<file path="src/hdl/core_pkg.sv">
`default_nettype none

package core_pkg;

    // data and address word
    typedef logic [31:0] word_t;

    // register file index
    typedef logic [4:0] reg_addr_t;

    // reset vector used unless the top level overrides it
    localparam logic [31:0] DEFAULT_RESET_PC = 32'h0000_0100;

    // primary opcodes, instr[31:26]
    typedef enum logic [5:0] {
        OP_SPECIAL = 6'h00,
        OP_BEQ     = 6'h04,
        OP_BNE     = 6'h05,
        OP_ADDIU   = 6'h09,
        OP_ORI     = 6'h0d,
        OP_LUI     = 6'h0f,
        OP_LW      = 6'h23,
        OP_SW      = 6'h2b
    } opcode_t;

    // function codes under OP_SPECIAL, instr[5:0]
    typedef enum logic [5:0] {
        FN_ADDU = 6'h21,
        FN_SUBU = 6'h23,
        FN_AND  = 6'h24,
        FN_OR   = 6'h25,
        FN_SLT  = 6'h2a
    } funct_t;

endpackage

`default_nettype wire

</file>
<file path="src/hdl/instr_if.sv">
`timescale 1ns/1ps
`default_nettype none

// instruction hand-over, fetch holds instr_valid until execute takes it
interface instr_if import core_pkg::*; ();
    logic  instr_valid;
    word_t instr;
    word_t pc;
    logic  take;
    // redirect only ever pulses together with take
    logic  redirect;
    word_t target;

    modport fetch (
        output instr_valid, instr, pc,
        input  take, redirect, target
    );

    modport exec (
        input  instr_valid, instr, pc,
        output take, redirect, target
    );
endinterface

`default_nettype wire

</file>
<file path="src/hdl/mem_bus_if.sv">
`timescale 1ns/1ps
`default_nettype none

// one master to one slave, valid/addr_ok request and data_ok response
interface mem_bus_if import core_pkg::*; ();
    logic  valid;
    logic  write;
    word_t addr;
    word_t wdata;
    logic  addr_ok;
    logic  data_ok;
    word_t rdata;

    modport master (
        output valid, write, addr, wdata,
        input  addr_ok, data_ok, rdata
    );

    modport slave (
        input  valid, write, addr, wdata,
        output addr_ok, data_ok, rdata
    );
endinterface

// word load/store request from execute to the LSU
interface lsu_if import core_pkg::*; ();
    logic  req;
    logic  write;
    word_t addr;
    word_t wdata;
    logic  done;
    word_t rdata;

    modport exec (
        output req, write, addr, wdata,
        input  done, rdata
    );

    modport lsu (
        input  req, write, addr, wdata,
        output done, rdata
    );
endinterface

`default_nettype wire

</file>
<file path="src/hdl/bus_arbiter.sv">
`timescale 1ns/1ps
`default_nettype none

module bus_arbiter import core_pkg::*; (
    input logic clk,
    input logic reset,
    mem_bus_if.slave inst_bus,
    mem_bus_if.slave data_bus,
    output logic bus_valid,
    output logic bus_write,
    output word_t bus_addr,
    output word_t bus_wdata,
    input logic bus_addr_ok,
    input logic bus_data_ok,
    input word_t bus_rdata
);

    // one transaction open, and who owns it
    logic busy;
    logic owner_is_data;
    logic grant_data;
    logic accepted;

    // data side wins ties
    assign grant_data = data_bus.valid;

    assign bus_valid = !busy && (data_bus.valid || inst_bus.valid);
    assign bus_write = grant_data ? data_bus.write : inst_bus.write;
    assign bus_addr = grant_data ? data_bus.addr : inst_bus.addr;
    assign bus_wdata = grant_data ? data_bus.wdata : inst_bus.wdata;

    assign accepted = bus_valid && bus_addr_ok;

    always_ff @(posedge clk) begin
        if (reset) begin
            busy <= 1'b0;
            owner_is_data <= 1'b0;
        end else if (accepted) begin
            busy <= 1'b1;
            owner_is_data <= grant_data;
        end else if (bus_data_ok) begin
            busy <= 1'b0;
        end
    end

    // addr_ok only to the granted master
    assign data_bus.addr_ok = !busy && grant_data && bus_addr_ok;
    assign inst_bus.addr_ok = !busy && !grant_data && bus_addr_ok;

    // response steered to the owner
    assign data_bus.data_ok = busy && owner_is_data && bus_data_ok;
    assign inst_bus.data_ok = busy && !owner_is_data && bus_data_ok;
    assign data_bus.rdata = bus_rdata;
    assign inst_bus.rdata = bus_rdata;

endmodule

`default_nettype wire

</file>
<file path="src/hdl/exec_unit.sv">
`timescale 1ns/1ps
`default_nettype none

module exec_unit import core_pkg::*; (
    input logic clk,
    input logic reset,
    instr_if.exec ifc,
    lsu_if.exec lsu
);

    word_t regs [32];

    opcode_t opcode;
    funct_t funct;
    reg_addr_t rs;
    reg_addr_t rt;
    reg_addr_t rd;
    word_t imm_sext;
    word_t imm_zext;
    word_t rs_val;
    word_t rt_val;

    word_t alu_result;
    reg_addr_t dest;
    logic wr_en;
    logic is_mem;
    logic is_load;
    logic br_taken;
    logic take;
    logic write_seen;

    // field split
    assign opcode = opcode_t'(ifc.instr[31:26]);
    assign funct = funct_t'(ifc.instr[5:0]);
    assign rs = ifc.instr[25:21];
    assign rt = ifc.instr[20:16];
    assign rd = ifc.instr[15:11];
    assign imm_sext = {{16{ifc.instr[15]}}, ifc.instr[15:0]};
    assign imm_zext = {16'h0000, ifc.instr[15:0]};

    // register 0 reads as zero
    assign rs_val = (rs == 5'd0) ? '0 : regs[rs];
    assign rt_val = (rt == 5'd0) ? '0 : regs[rt];

    always_comb begin
        alu_result = '0;
        dest = rt;
        wr_en = 1'b0;
        is_mem = 1'b0;
        is_load = 1'b0;
        br_taken = 1'b0;
        case (opcode)
            OP_SPECIAL: begin
                dest = rd;
                wr_en = 1'b1;
                case (funct)
                    FN_ADDU: alu_result = rs_val + rt_val;
                    FN_SUBU: alu_result = rs_val - rt_val;
                    FN_AND:  alu_result = rs_val & rt_val;
                    FN_OR:   alu_result = rs_val | rt_val;
                    FN_SLT:  alu_result = {31'd0, $signed(rs_val) < $signed(rt_val)};
                    // unknown function does not write
                    default: wr_en = 1'b0;
                endcase
            end
            OP_ADDIU: begin
                alu_result = rs_val + imm_sext;
                wr_en = 1'b1;
            end
            OP_ORI: begin
                alu_result = rs_val | imm_zext;
                wr_en = 1'b1;
            end
            OP_LUI: begin
                alu_result = {ifc.instr[15:0], 16'h0000};
                wr_en = 1'b1;
            end
            OP_BEQ: begin
                br_taken = (rs_val == rt_val);
            end
            OP_BNE: begin
                br_taken = (rs_val != rt_val);
            end
            OP_LW: begin
                is_mem = 1'b1;
                is_load = 1'b1;
                wr_en = 1'b1;
            end
            OP_SW: begin
                is_mem = 1'b1;
            end
            default: begin
                // treated as a nop
                wr_en = 1'b0;
            end
        endcase
    end

    // memory ops wait for the LSU while everything else retires at once
    assign take = ifc.instr_valid && (!is_mem || lsu.done);
    assign write_seen = take && wr_en && (dest != 5'd0);

    always_ff @(posedge clk) begin
        if (write_seen) begin
            regs[dest] <= is_load ? lsu.rdata : alu_result;
        end
    end

    assign ifc.take = take;
    assign ifc.redirect = take && br_taken;
    // branch target from pc+4 without a delay slot
    assign ifc.target = ifc.pc + 32'd4 + {imm_sext[29:0], 2'b00};

    // request held until done
    assign lsu.req = ifc.instr_valid && is_mem;
    assign lsu.write = (opcode == OP_SW);
    assign lsu.addr = rs_val + imm_sext;
    assign lsu.wdata = rt_val;

endmodule

`default_nettype wire

</file>
<file path="src/hdl/fetch_unit.sv">
`timescale 1ns/1ps
`default_nettype none

module fetch_unit import core_pkg::*; #(
    parameter word_t RESET_PC = DEFAULT_RESET_PC
) (
    input logic clk,
    input logic reset,
    mem_bus_if.master bus,
    instr_if.fetch ifc
);

    typedef enum logic [1:0] {
        F_IDLE,
        F_REQ,
        F_WAIT,
        F_HOLD
    } fetch_state_t;

    fetch_state_t state;
    word_t pc;
    word_t instr_buf;

    always_ff @(posedge clk) begin
        if (reset) begin
            state <= F_IDLE;
            pc <= RESET_PC;
        end else begin
            case (state)
                F_IDLE: begin
                    state <= F_REQ;
                end
                F_REQ: begin
                    if (bus.addr_ok) begin
                        state <= F_WAIT;
                    end
                end
                F_WAIT: begin
                    if (bus.data_ok) begin
                        state <= F_HOLD;
                    end
                end
                F_HOLD: begin
                    // next fetch only once this one is consumed
                    if (ifc.take) begin
                        state <= F_REQ;
                        pc <= ifc.redirect ? ifc.target : pc + 32'd4;
                    end
                end
                default: state <= F_IDLE;
            endcase
        end
    end

    // one-instruction buffer
    always_ff @(posedge clk) begin
        if (state == F_WAIT && bus.data_ok) begin
            instr_buf <= bus.rdata;
        end
    end

    // read-only master, always the current pc
    assign bus.valid = (state == F_REQ);
    assign bus.write = 1'b0;
    assign bus.addr = pc;
    assign bus.wdata = '0;

    assign ifc.instr_valid = (state == F_HOLD);
    assign ifc.instr = instr_buf;
    assign ifc.pc = pc;

endmodule

`default_nettype wire

</file>
<file path="src/hdl/load_store_unit.sv">
`timescale 1ns/1ps
`default_nettype none

module load_store_unit import core_pkg::*; (
    input logic clk,
    input logic reset,
    lsu_if.lsu lsu,
    mem_bus_if.master bus
);

    typedef enum logic [1:0] {
        L_IDLE,
        L_BUS,
        L_WAIT,
        L_DONE
    } lsu_state_t;

    lsu_state_t state;
    logic write_q;
    word_t addr_q;
    word_t wdata_q;
    word_t rdata_q;

    always_ff @(posedge clk) begin
        if (reset) begin
            state <= L_IDLE;
        end else begin
            case (state)
                L_IDLE:  if (lsu.req) state <= L_BUS;
                L_BUS:   if (bus.addr_ok) state <= L_WAIT;
                L_WAIT:  if (bus.data_ok) state <= L_DONE;
                // req is still high here, so no new capture this cycle
                L_DONE:  state <= L_IDLE;
                default: state <= L_IDLE;
            endcase
        end
    end

    // request and load data payload
    always_ff @(posedge clk) begin
        if (state == L_IDLE && lsu.req) begin
            write_q <= lsu.write;
            addr_q <= lsu.addr;
            wdata_q <= lsu.wdata;
        end
        if (state == L_WAIT && bus.data_ok) begin
            rdata_q <= bus.rdata;
        end
    end

    assign bus.valid = (state == L_BUS);
    assign bus.write = write_q;
    assign bus.addr = addr_q;
    assign bus.wdata = wdata_q;

    assign lsu.done = (state == L_DONE);
    assign lsu.rdata = rdata_q;

endmodule

`default_nettype wire

</file>
<file path="src/hdl/mini_core.sv">
`timescale 1ns/1ps
`default_nettype none

module mini_core import core_pkg::*; #(
    parameter word_t RESET_PC = DEFAULT_RESET_PC
) (
    input logic clk,
    input logic reset,
    output logic bus_valid,
    output logic bus_write,
    output word_t bus_addr,
    output word_t bus_wdata,
    input logic bus_addr_ok,
    input logic bus_data_ok,
    input word_t bus_rdata
);

    mem_bus_if inst_bus ();
    mem_bus_if data_bus ();
    instr_if ifc ();
    lsu_if lsu_link ();

    fetch_unit #(
        .RESET_PC(RESET_PC)
    ) u_fetch (
        .clk(clk),
        .reset(reset),
        .bus(inst_bus.master),
        .ifc(ifc.fetch)
    );

    exec_unit u_exec (
        .clk(clk),
        .reset(reset),
        .ifc(ifc.exec),
        .lsu(lsu_link.exec)
    );

    load_store_unit u_lsu (
        .clk(clk),
        .reset(reset),
        .lsu(lsu_link.lsu),
        .bus(data_bus.master)
    );

    // single external bus shared by fetch and load/store
    bus_arbiter u_arb (
        .clk(clk),
        .reset(reset),
        .inst_bus(inst_bus.slave),
        .data_bus(data_bus.slave),
        .bus_valid(bus_valid),
        .bus_write(bus_write),
        .bus_addr(bus_addr),
        .bus_wdata(bus_wdata),
        .bus_addr_ok(bus_addr_ok),
        .bus_data_ok(bus_data_ok),
        .bus_rdata(bus_rdata)
    );

endmodule

`default_nettype wire

</file>
<file path="config.mk">
export PLATFORM = sky130hd
export DESIGN_NAME = mini_core
export DESIGN_NICKNAME = d
export VERILOG_FILES = /design/src/hdl/core_pkg.sv /design/src/hdl/instr_if.sv /design/src/hdl/mem_bus_if.sv /design/src/hdl/bus_arbiter.sv /design/src/hdl/exec_unit.sv /design/src/hdl/fetch_unit.sv /design/src/hdl/load_store_unit.sv /design/src/hdl/mini_core.sv
export SDC_FILE = /design/constraint.sdc
export NUM_CORES = 2
export LEC_CHECK = 0
export BUFFER_PORTS_ARGS = -buffer_cell sky130_fd_sc_hd__clkbuf_2
export CORE_UTILIZATION = 56
export DETAILED_ROUTE_END_ITERATION = 8
export PLACE_DENSITY = 0.72
export RECOVER_POWER = 100
export SETUP_SLACK_MARGIN = 0.02
export SLEW_MARGIN = 20
export SYNTH_ARGS = -nofsm -noshare
export SYNTH_HDL_FRONTEND = slang
export SYNTH_SLANG_ARGS = --single-unit
</file>
<file path="constraint.sdc">
create_clock -name clk -period 9.6 [get_ports clk]
set_input_delay 1.92 -clock clk [delete_from_list [all_inputs] [get_ports clk]]
set_output_delay 1.92 -clock clk [all_outputs]
set_load 0.01 [all_outputs]
</file>
== Word-level counts from Yosys, hierarchy flattened ==
Memories as Yosys holds them, arrays and structs flattened. A register that Yosys moved wholly into a read port is not among the register bits.
Index checks and enable logic that the tools add are counted.

* Flip-flop bits (word level): 167
* Bits in writable memories: 1,024
* Input bits: 36
* Output and inout bits: 66
* Memories kept: 1

* Add/subtract/negate cells: 5
* Magnitude comparators: 1
* Equality and inequality tests: 26
* Multiplexer cells: 29
* Bitwise gates (word level): 3
* Reduce and logical (&&, ||, !) cells: 37

{| class="wikitable"
|+ Memory list
! memory !! words !! bits a word !! rd ports !! clocked after Yosys merged registers in !! write ports !! line !! source
|-
| u_exec.regs || 32 || 32 || 2 || 2 || 1 || exec_unit.sv:11 || <nowiki>word_t regs [32];</nowiki>
|}

{| class="wikitable"
|+ Operators with widths
! cell !! number
|-
| 32-bit 2-to-1 mux || 6
|-
| 32-bit case mux with 5 select lines || 1
|-
| 32-bit case mux with 4 select lines || 1
|-
| 32-bit adder || 3
|-
| 6-bit equality test, second input constant || 7
|-
| 32-bit by 3-bit adder with 32-bit output, second input constant || 1
|-
| 32-bit AND || 1
|-
| 32-bit equality test || 1
|-
| 32-bit less-than comparator || 1
|-
| 32-bit inequality test || 1
|-
| 32-bit by 16-bit OR with 32-bit output || 1
|-
| 32-bit OR || 1
|-
| 32-bit subtractor || 1
|-
| 6-bit by 4-bit equality test with 1-bit output, second input constant || 3
|-
| 1-bit logical AND || 18
|-
| 2-bit case mux with 4 select lines || 2
|-
| 5-bit 2-to-1 mux || 3
|-
| 6-bit by 3-bit equality test with 1-bit output, second input constant || 2
|-
| 2-bit 2-to-1 mux || 6
|-
| 5-bit logical NOT || 2
|-
| 2-bit equality test, second input constant || 4
|-
| 1-bit 2-to-1 mux || 8
|-
| 6-bit logical NOT || 1
|-
| 2-bit by 1-bit inequality test with 1-bit output, second input constant || 3
|-
| other kinds (13) || 23
|}

== Longest topological paths before layout ==
* Word-level depth: 10
* Depth in mapped cells: 29
* Gate-level depth less buffers: 21

== Hierarchy ==
From an unflattened synthesis, not the netlist that was laid out.

* Cell total of the unflattened synthesis: 4,341
* Area total of the unflattened synthesis: 65,517.8 um2

{| class="wikitable"
|+ By module, submodules not included
! module !! times used !! cells an instance !! area an instance (um2)
|-
| exec_unit || 1 || 3,658 || 57,222.4
|-
| fetch_unit || 1 || 415 || 3,799.9
|-
| load_store_unit || 1 || 116 || 3,084.2
|-
| bus_arbiter || 1 || 152 || 1,411.4
|}

== Least setup slack after synthesis ==
OpenSTA, ideal clock, no wires.

* Path kind: flip-flop to flip-flop
* Start: register with a tool-made name
* End: memory u_exec.regs[0][29] (netlist bit), data pin
* Arrival: 7.047 ns
* Slack: 2.211 ns
* Stages on the path, launching flop included: 29
* Buffers on the path: 9
* Cells stage by stage: dfxtp_1 > buf_6 > buf_12 > buf_6 > buf_4 > buf_2 > buf_2 > buf_2 > buf_2 > buf_2 > mux4_2 > mux4_2 > nand2_1 > a21o_1 > inv_1 > ha_1 > a21o_1 > a21oi_1 > o21bai_1 > a2111oi_0 > o31ai_1 > a221oi_1 > o21ai_0 > o41ai_1 > o21ai_0 > xor2_1 > a21boi_0 > o311ai_1 > a31o_1

{| class="wikitable"
|+ RTL lines
! element !! line
|-
| to (decl) || exec_unit.sv:11
|}

== Worst setup path in the final report ==
* Start: register u_fetch.instr_buf[1] (netlist: u_fetch.ifc.instr[1])
* End: memory u_exec.regs[11][12] (netlist bit) (enable)

* Longest elaborated chain between the ends: 8
* Elaborated cells on any way between the ends: 12

{| class="wikitable"
|+ RTL lines
! element !! line !! source
|-
| from (decl) || fetch_unit.sv:22 || <nowiki>word_t instr_buf;</nowiki>
|-
| from (signal assigned) || fetch_unit.sv:58 || <nowiki>instr_buf <= bus.rdata;</nowiki>
|-
| 6-bit equality test || exec_unit.sv:56 || <nowiki>case (funct)</nowiki>
|-
| 5-bit OR reduction (no source line) * || -- ||
|-
| 1-bit 2-to-1 mux * || exec_unit.sv:56 ||
|-
| 1-bit case mux with 2 select lines * || exec_unit.sv:52 || <nowiki>case (opcode)</nowiki>
|-
| 1-bit logical AND * (2 in a row) || exec_unit.sv:101 || <nowiki>assign write_seen = take && wr_en && (dest != 5'd0);</nowiki>
|-
| 1-bit 2-to-1 mux * || exec_unit.sv:104 || <nowiki>if (write_seen) begin</nowiki>
|-
| 1-bit 2-to-1 mux * || exec_unit.sv:105 || <nowiki>regs[dest] <= is_load ? lsu.rdata : alu_result;</nowiki>
|}

Mark *: on every way between the ends. The rest lies on a longest branch, timed or not.

==> metrics.md <==
| Metric | Value |
|---|---|
| GPL Wtd Cong | `approximately 0.99` |
| 1st-iter DRT viols | `~5600` |
| Area grow syn2layout | `10.1%` |
| Maxcap violations | `44` |
| Area contributors post-synth | `edfxtp_1 55%, mux4_2 22%, ha_1 3.5%` |
| Compound-gate portion of the synthesized area | `between 6 and 7%` |
| Fmax achieved | `~110 MHz` |
| Vias in the first global route | `between 30000 and 40000` |
| WL final | `a little under 200000 µm` |
| Worst Path Required | `approximately 9800 ps` |
| Clock Latency Late Sink | `~760 ps` |
| Reg clk slew, reported paths | `approximately 60 ps` |
| Fillers | `around 8000` |
| Chip Height | `between 300 and 400 µm` |
| Crit path largest cell delay | `around 3200 ps` |
| Initial core utilization | `~56%` |
| IO buf count | `between 100 and 150` |
| R2R depth | `10` |
| Setup ws final | `just over 700 ps` |
| Power density over the cells | `approximately 170 mW/mm²` |
| HP Start | `u_fetch.state[1]` |
| TritonRoute pass-1 iters | `8` |
| DRC Markers | `0` |
| DR WL/cell | `between 30 and 40 µm` |
| Top-Level Pins | `between 100 and 150` |
| Mean Syn Cell Area | `approximately 16 µm²` |
| Crit-path cells | `clkbuf_1 > inv_1 > buf_4 > or4_1 > a31oi_1 > o41ai_1 > nor2_1 > nand2_1 > nor2_4 > clkbuf_1` |
| Synth cell types | `about 100` |
| Crit Reg-Reg Startpoint | `u_fetch.ifc.instr[1]` |
| WHS Path Cells | `2` |
| CTS H-tree lvls | `3` |
| Type of the worst setup path | `register to register` |
| Hpwl dp | `117000 µm` |
| Worst slew pin tran | `about 4600 ps` |
| Final Util | `62.1%` |
| Largest family of logic cells by synthesized area | `multiplexers` |
| Max-slew violations | `about 1500` |
| Setup bufs post-CTS | `0` |
| Simple-Gate Fraction of Synth Area | `between 5 and 6%` |
| Syn. warnings | `0` |
| Vias per cell | `7.09` |
| Mux cell area share after synthesis | `between 20% and 30%` |
| WL met2 | `approximately 90000 µm` |
| Hold Path Sink | `u_fetch.state[1]` |
| All-layer global routing usage | `around 34%` |
| Maximum root-to-sink buffer count | `3` |
| Metal-1 WL | `71800 µm` |
| Synth Register Bits | `~1200` |
| Startpoint Class | `register` |
| CTS Buf Count | `121` |
| HP Class | `register to register` |
| Largest net degree at the start of global routing | `~90` |
| Chip width | `338 µm` |
| Worst Skew | `between 50 and 60 ps` |
| Reg2reg end | `u_exec.regs[11][12]` |
| Pre-CTS setup slack | `approximately 1800 ps` |
| Slowest CP cell | `clkbuf_1` |
| Failing checks | `max-capacitance violations, max-slew violations` |
| Adder-Cell Fraction of Synth Area | `3.66%` |
| Ratio of cells with drive above 1 in the final layout | `between 20% and 30%` |
| Post-DRT Antenna Nets | `0` |
| Slew HR | `-208%` |
| GR Overflow Total | `0` |
| First-pass GRT wire length | `approximately 280000 µm` |
| Post-synth EDFFs | `between 1000 and 1500` |
| Maximum resistive drop on vdd | `0.000158 V` |
| Wire length on met3 | `23600 µm` |
| Status | `finished with violations` |
| WP data arrival | `approximately 9000 ps` |
| Post-synth top area share | `between 50% and 60%` |
| Vias | `just over 40000` |
| Hold Violations, Final | `0` |
| RSZ-0062 raised after global routing | `false` |
| Ys async rst share | `0%` |
| Final min period | `roughly 8900 ps` |
| Leak Pwr | `around 23 nW` |
| Mapped Area | `~0.063 mm²` |
| # setup viols final | `0` |
| R2R setup slack | `a little over 700 ps` |
| Post-CTS sizing | `0` |
| Initial antenna violation count | `10` |
| Commonest non-fill, non-tap cell in the layout | `edfxtp_1` |
| Num rows | `roughly 120` |
| Syn Inst Count | `about 4000` |
| Core area | `between 0.1 and 0.15 mm²` |
| Die area | `between 0.1 and 0.15 mm²` |
| Crit. End Element | `register` |
| Clk sinks | `1199` |
| Top_reg_cell synth | `edfxtp_1` |
| TritonCTS clock tree | `done` |
| Root buffer cell | `clkbuf_16` |
| XOR/XNOR share of the synthesized area | `between 1.5 and 2%` |
| Synth area leader | `edfxtp_1` |
| Final nets | `approximately 4400` |
| Most frequent CP cell | `clkbuf_1` |
| Register area share after synthesis | `between 50% and 60%` |
| Most frequent cells in the layout | `1153 x edfxtp_1, 606 x mux4_2, 210 x nand2_1` |
| Critical Path Fanout Max | `50` |
| Cts hold-fix bufs | `0` |
| Fin crit share | `between 90 and 100%` |
| Setup TNS | `0 ps` |
| Top layer reached by signal wires | `met5` |
[cell usage after synthesis (all sizes together) (6+ instances only)]
cell type / instances
a211oi: 27
nand4: 12
xnor2: 74
or2: 9
a22oi: 18
mux2: 48
a21boi: 6
o31a: 10
inv: 158
nor4: 9
nand3: 59
or3: 10
xor2: 35
nand2b: 61
o22ai: 23
o21ai: 158
a222oi: 15
ha: 179
a21o: 63
o211ai: 23
and2: 42
a31oi: 26
a21oi: 152
o221ai: 7
mux4: 613
edfxtp: 1153
nor2: 219
and3: 26
o21bai: 30
o21a: 16
nand3b: 11
nor3: 52
o31ai: 15
nand2: 211
a221oi: 18
mux2i: 39
dfxtp: 46
buf: 92
nor2b: 32
clkbuf: 152
[metal layers]
layer  vias up  global-route usage (%)
met3       504                    7.96
met4        10                    14.7
met1     21000                    47.1
met5         -                       0
met2      2770                    52.0
li1      16500                       -
[power breakdown]
group          switching, mW  total (mW)  internal [mW]
clock network           2.12        4.82           2.71
registers             0.0605        5.77           5.71
logic                  0.870        1.46          0.590
total                   3.05        12.0           9.00
[flip-flops by register name (all words and copies together), names as in the netlist, named ones only]
name,count
u_arb.owner_is_data,1
u_lsu.bus.write,1
u_lsu.lsu.rdata,32
u_exec.regs,1024
u_fetch.ifc.instr,32
u_arb.busy,1
u_lsu.bus.addr,32
u_lsu.state,2
u_fetch.bus.addr,30
u_fetch.state,2
u_lsu.bus.wdata,32
[through the flow]
stage	total power, mW	cell area [µm²]	hold WS (ps)	cells
finish	12.0	69800	498	5749
global route	12.4	69800	530	5749
CTS	12.1	70100	502	5747
detailed placement	7.33	66100	493	5517
global placement	7.32	66000	483	5517
floorplan	6.88	63500	432	4057
[critical path, delay by kind of cell, from the launching register on]
family	cells	cell delay [ps]
AO/OA/AOI/OAI	2	830
buffers and inverters	4	5650
flip-flops	1	330
AND/OR/NAND/NOR	4	1370
[worst max-delay path by stage]
stage                     endpoint  slack (ps)            startpoint  cells past startpoint
6_report       u_exec.regs[11][12]         710  u_fetch.ifc.instr[1]                     10
5_1_grt         u_exec.regs[30][8]         580              register                     15
4_1_cts        u_exec.regs[25][31]        1730              register                     19
3_5_place_dp   u_exec.regs[31][31]        1780              register                     19
3_3_place_gp   u_exec.regs[25][31]        1900              register                     19
2_1_floorplan   u_exec.regs[0][29]        2210              register                     28
[cells by family after synthesis]
group,count (synthesis)
AO/OA/AOI/OAI,657
XOR/XNOR,109
adder cells (fa/ha/maj),183
buffers and inverters,402
flip-flops,1199
multiplexers,700
other,1
AND/OR/NAND/NOR,775
[layout make-up]
type | count | area [µm²] | share of cell area (%)
Antenna cell | 1 | 2.50 | 0.00359
Clock buffer | 139 | 3100 | 4.43
Clock inverter | 91 | 946 | 1.36
Inverter | 158 | 596 | 0.853
Multi-Input combinational cell | 2456 | 26600 | 38.1
Sequential cell | 1199 | 35600 | 51.0
Tap cell | 1500 | 1880 | 2.69
Timing Repair Buffer | 205 | 1130 | 1.62
Power figures use the tool's default switching activity.
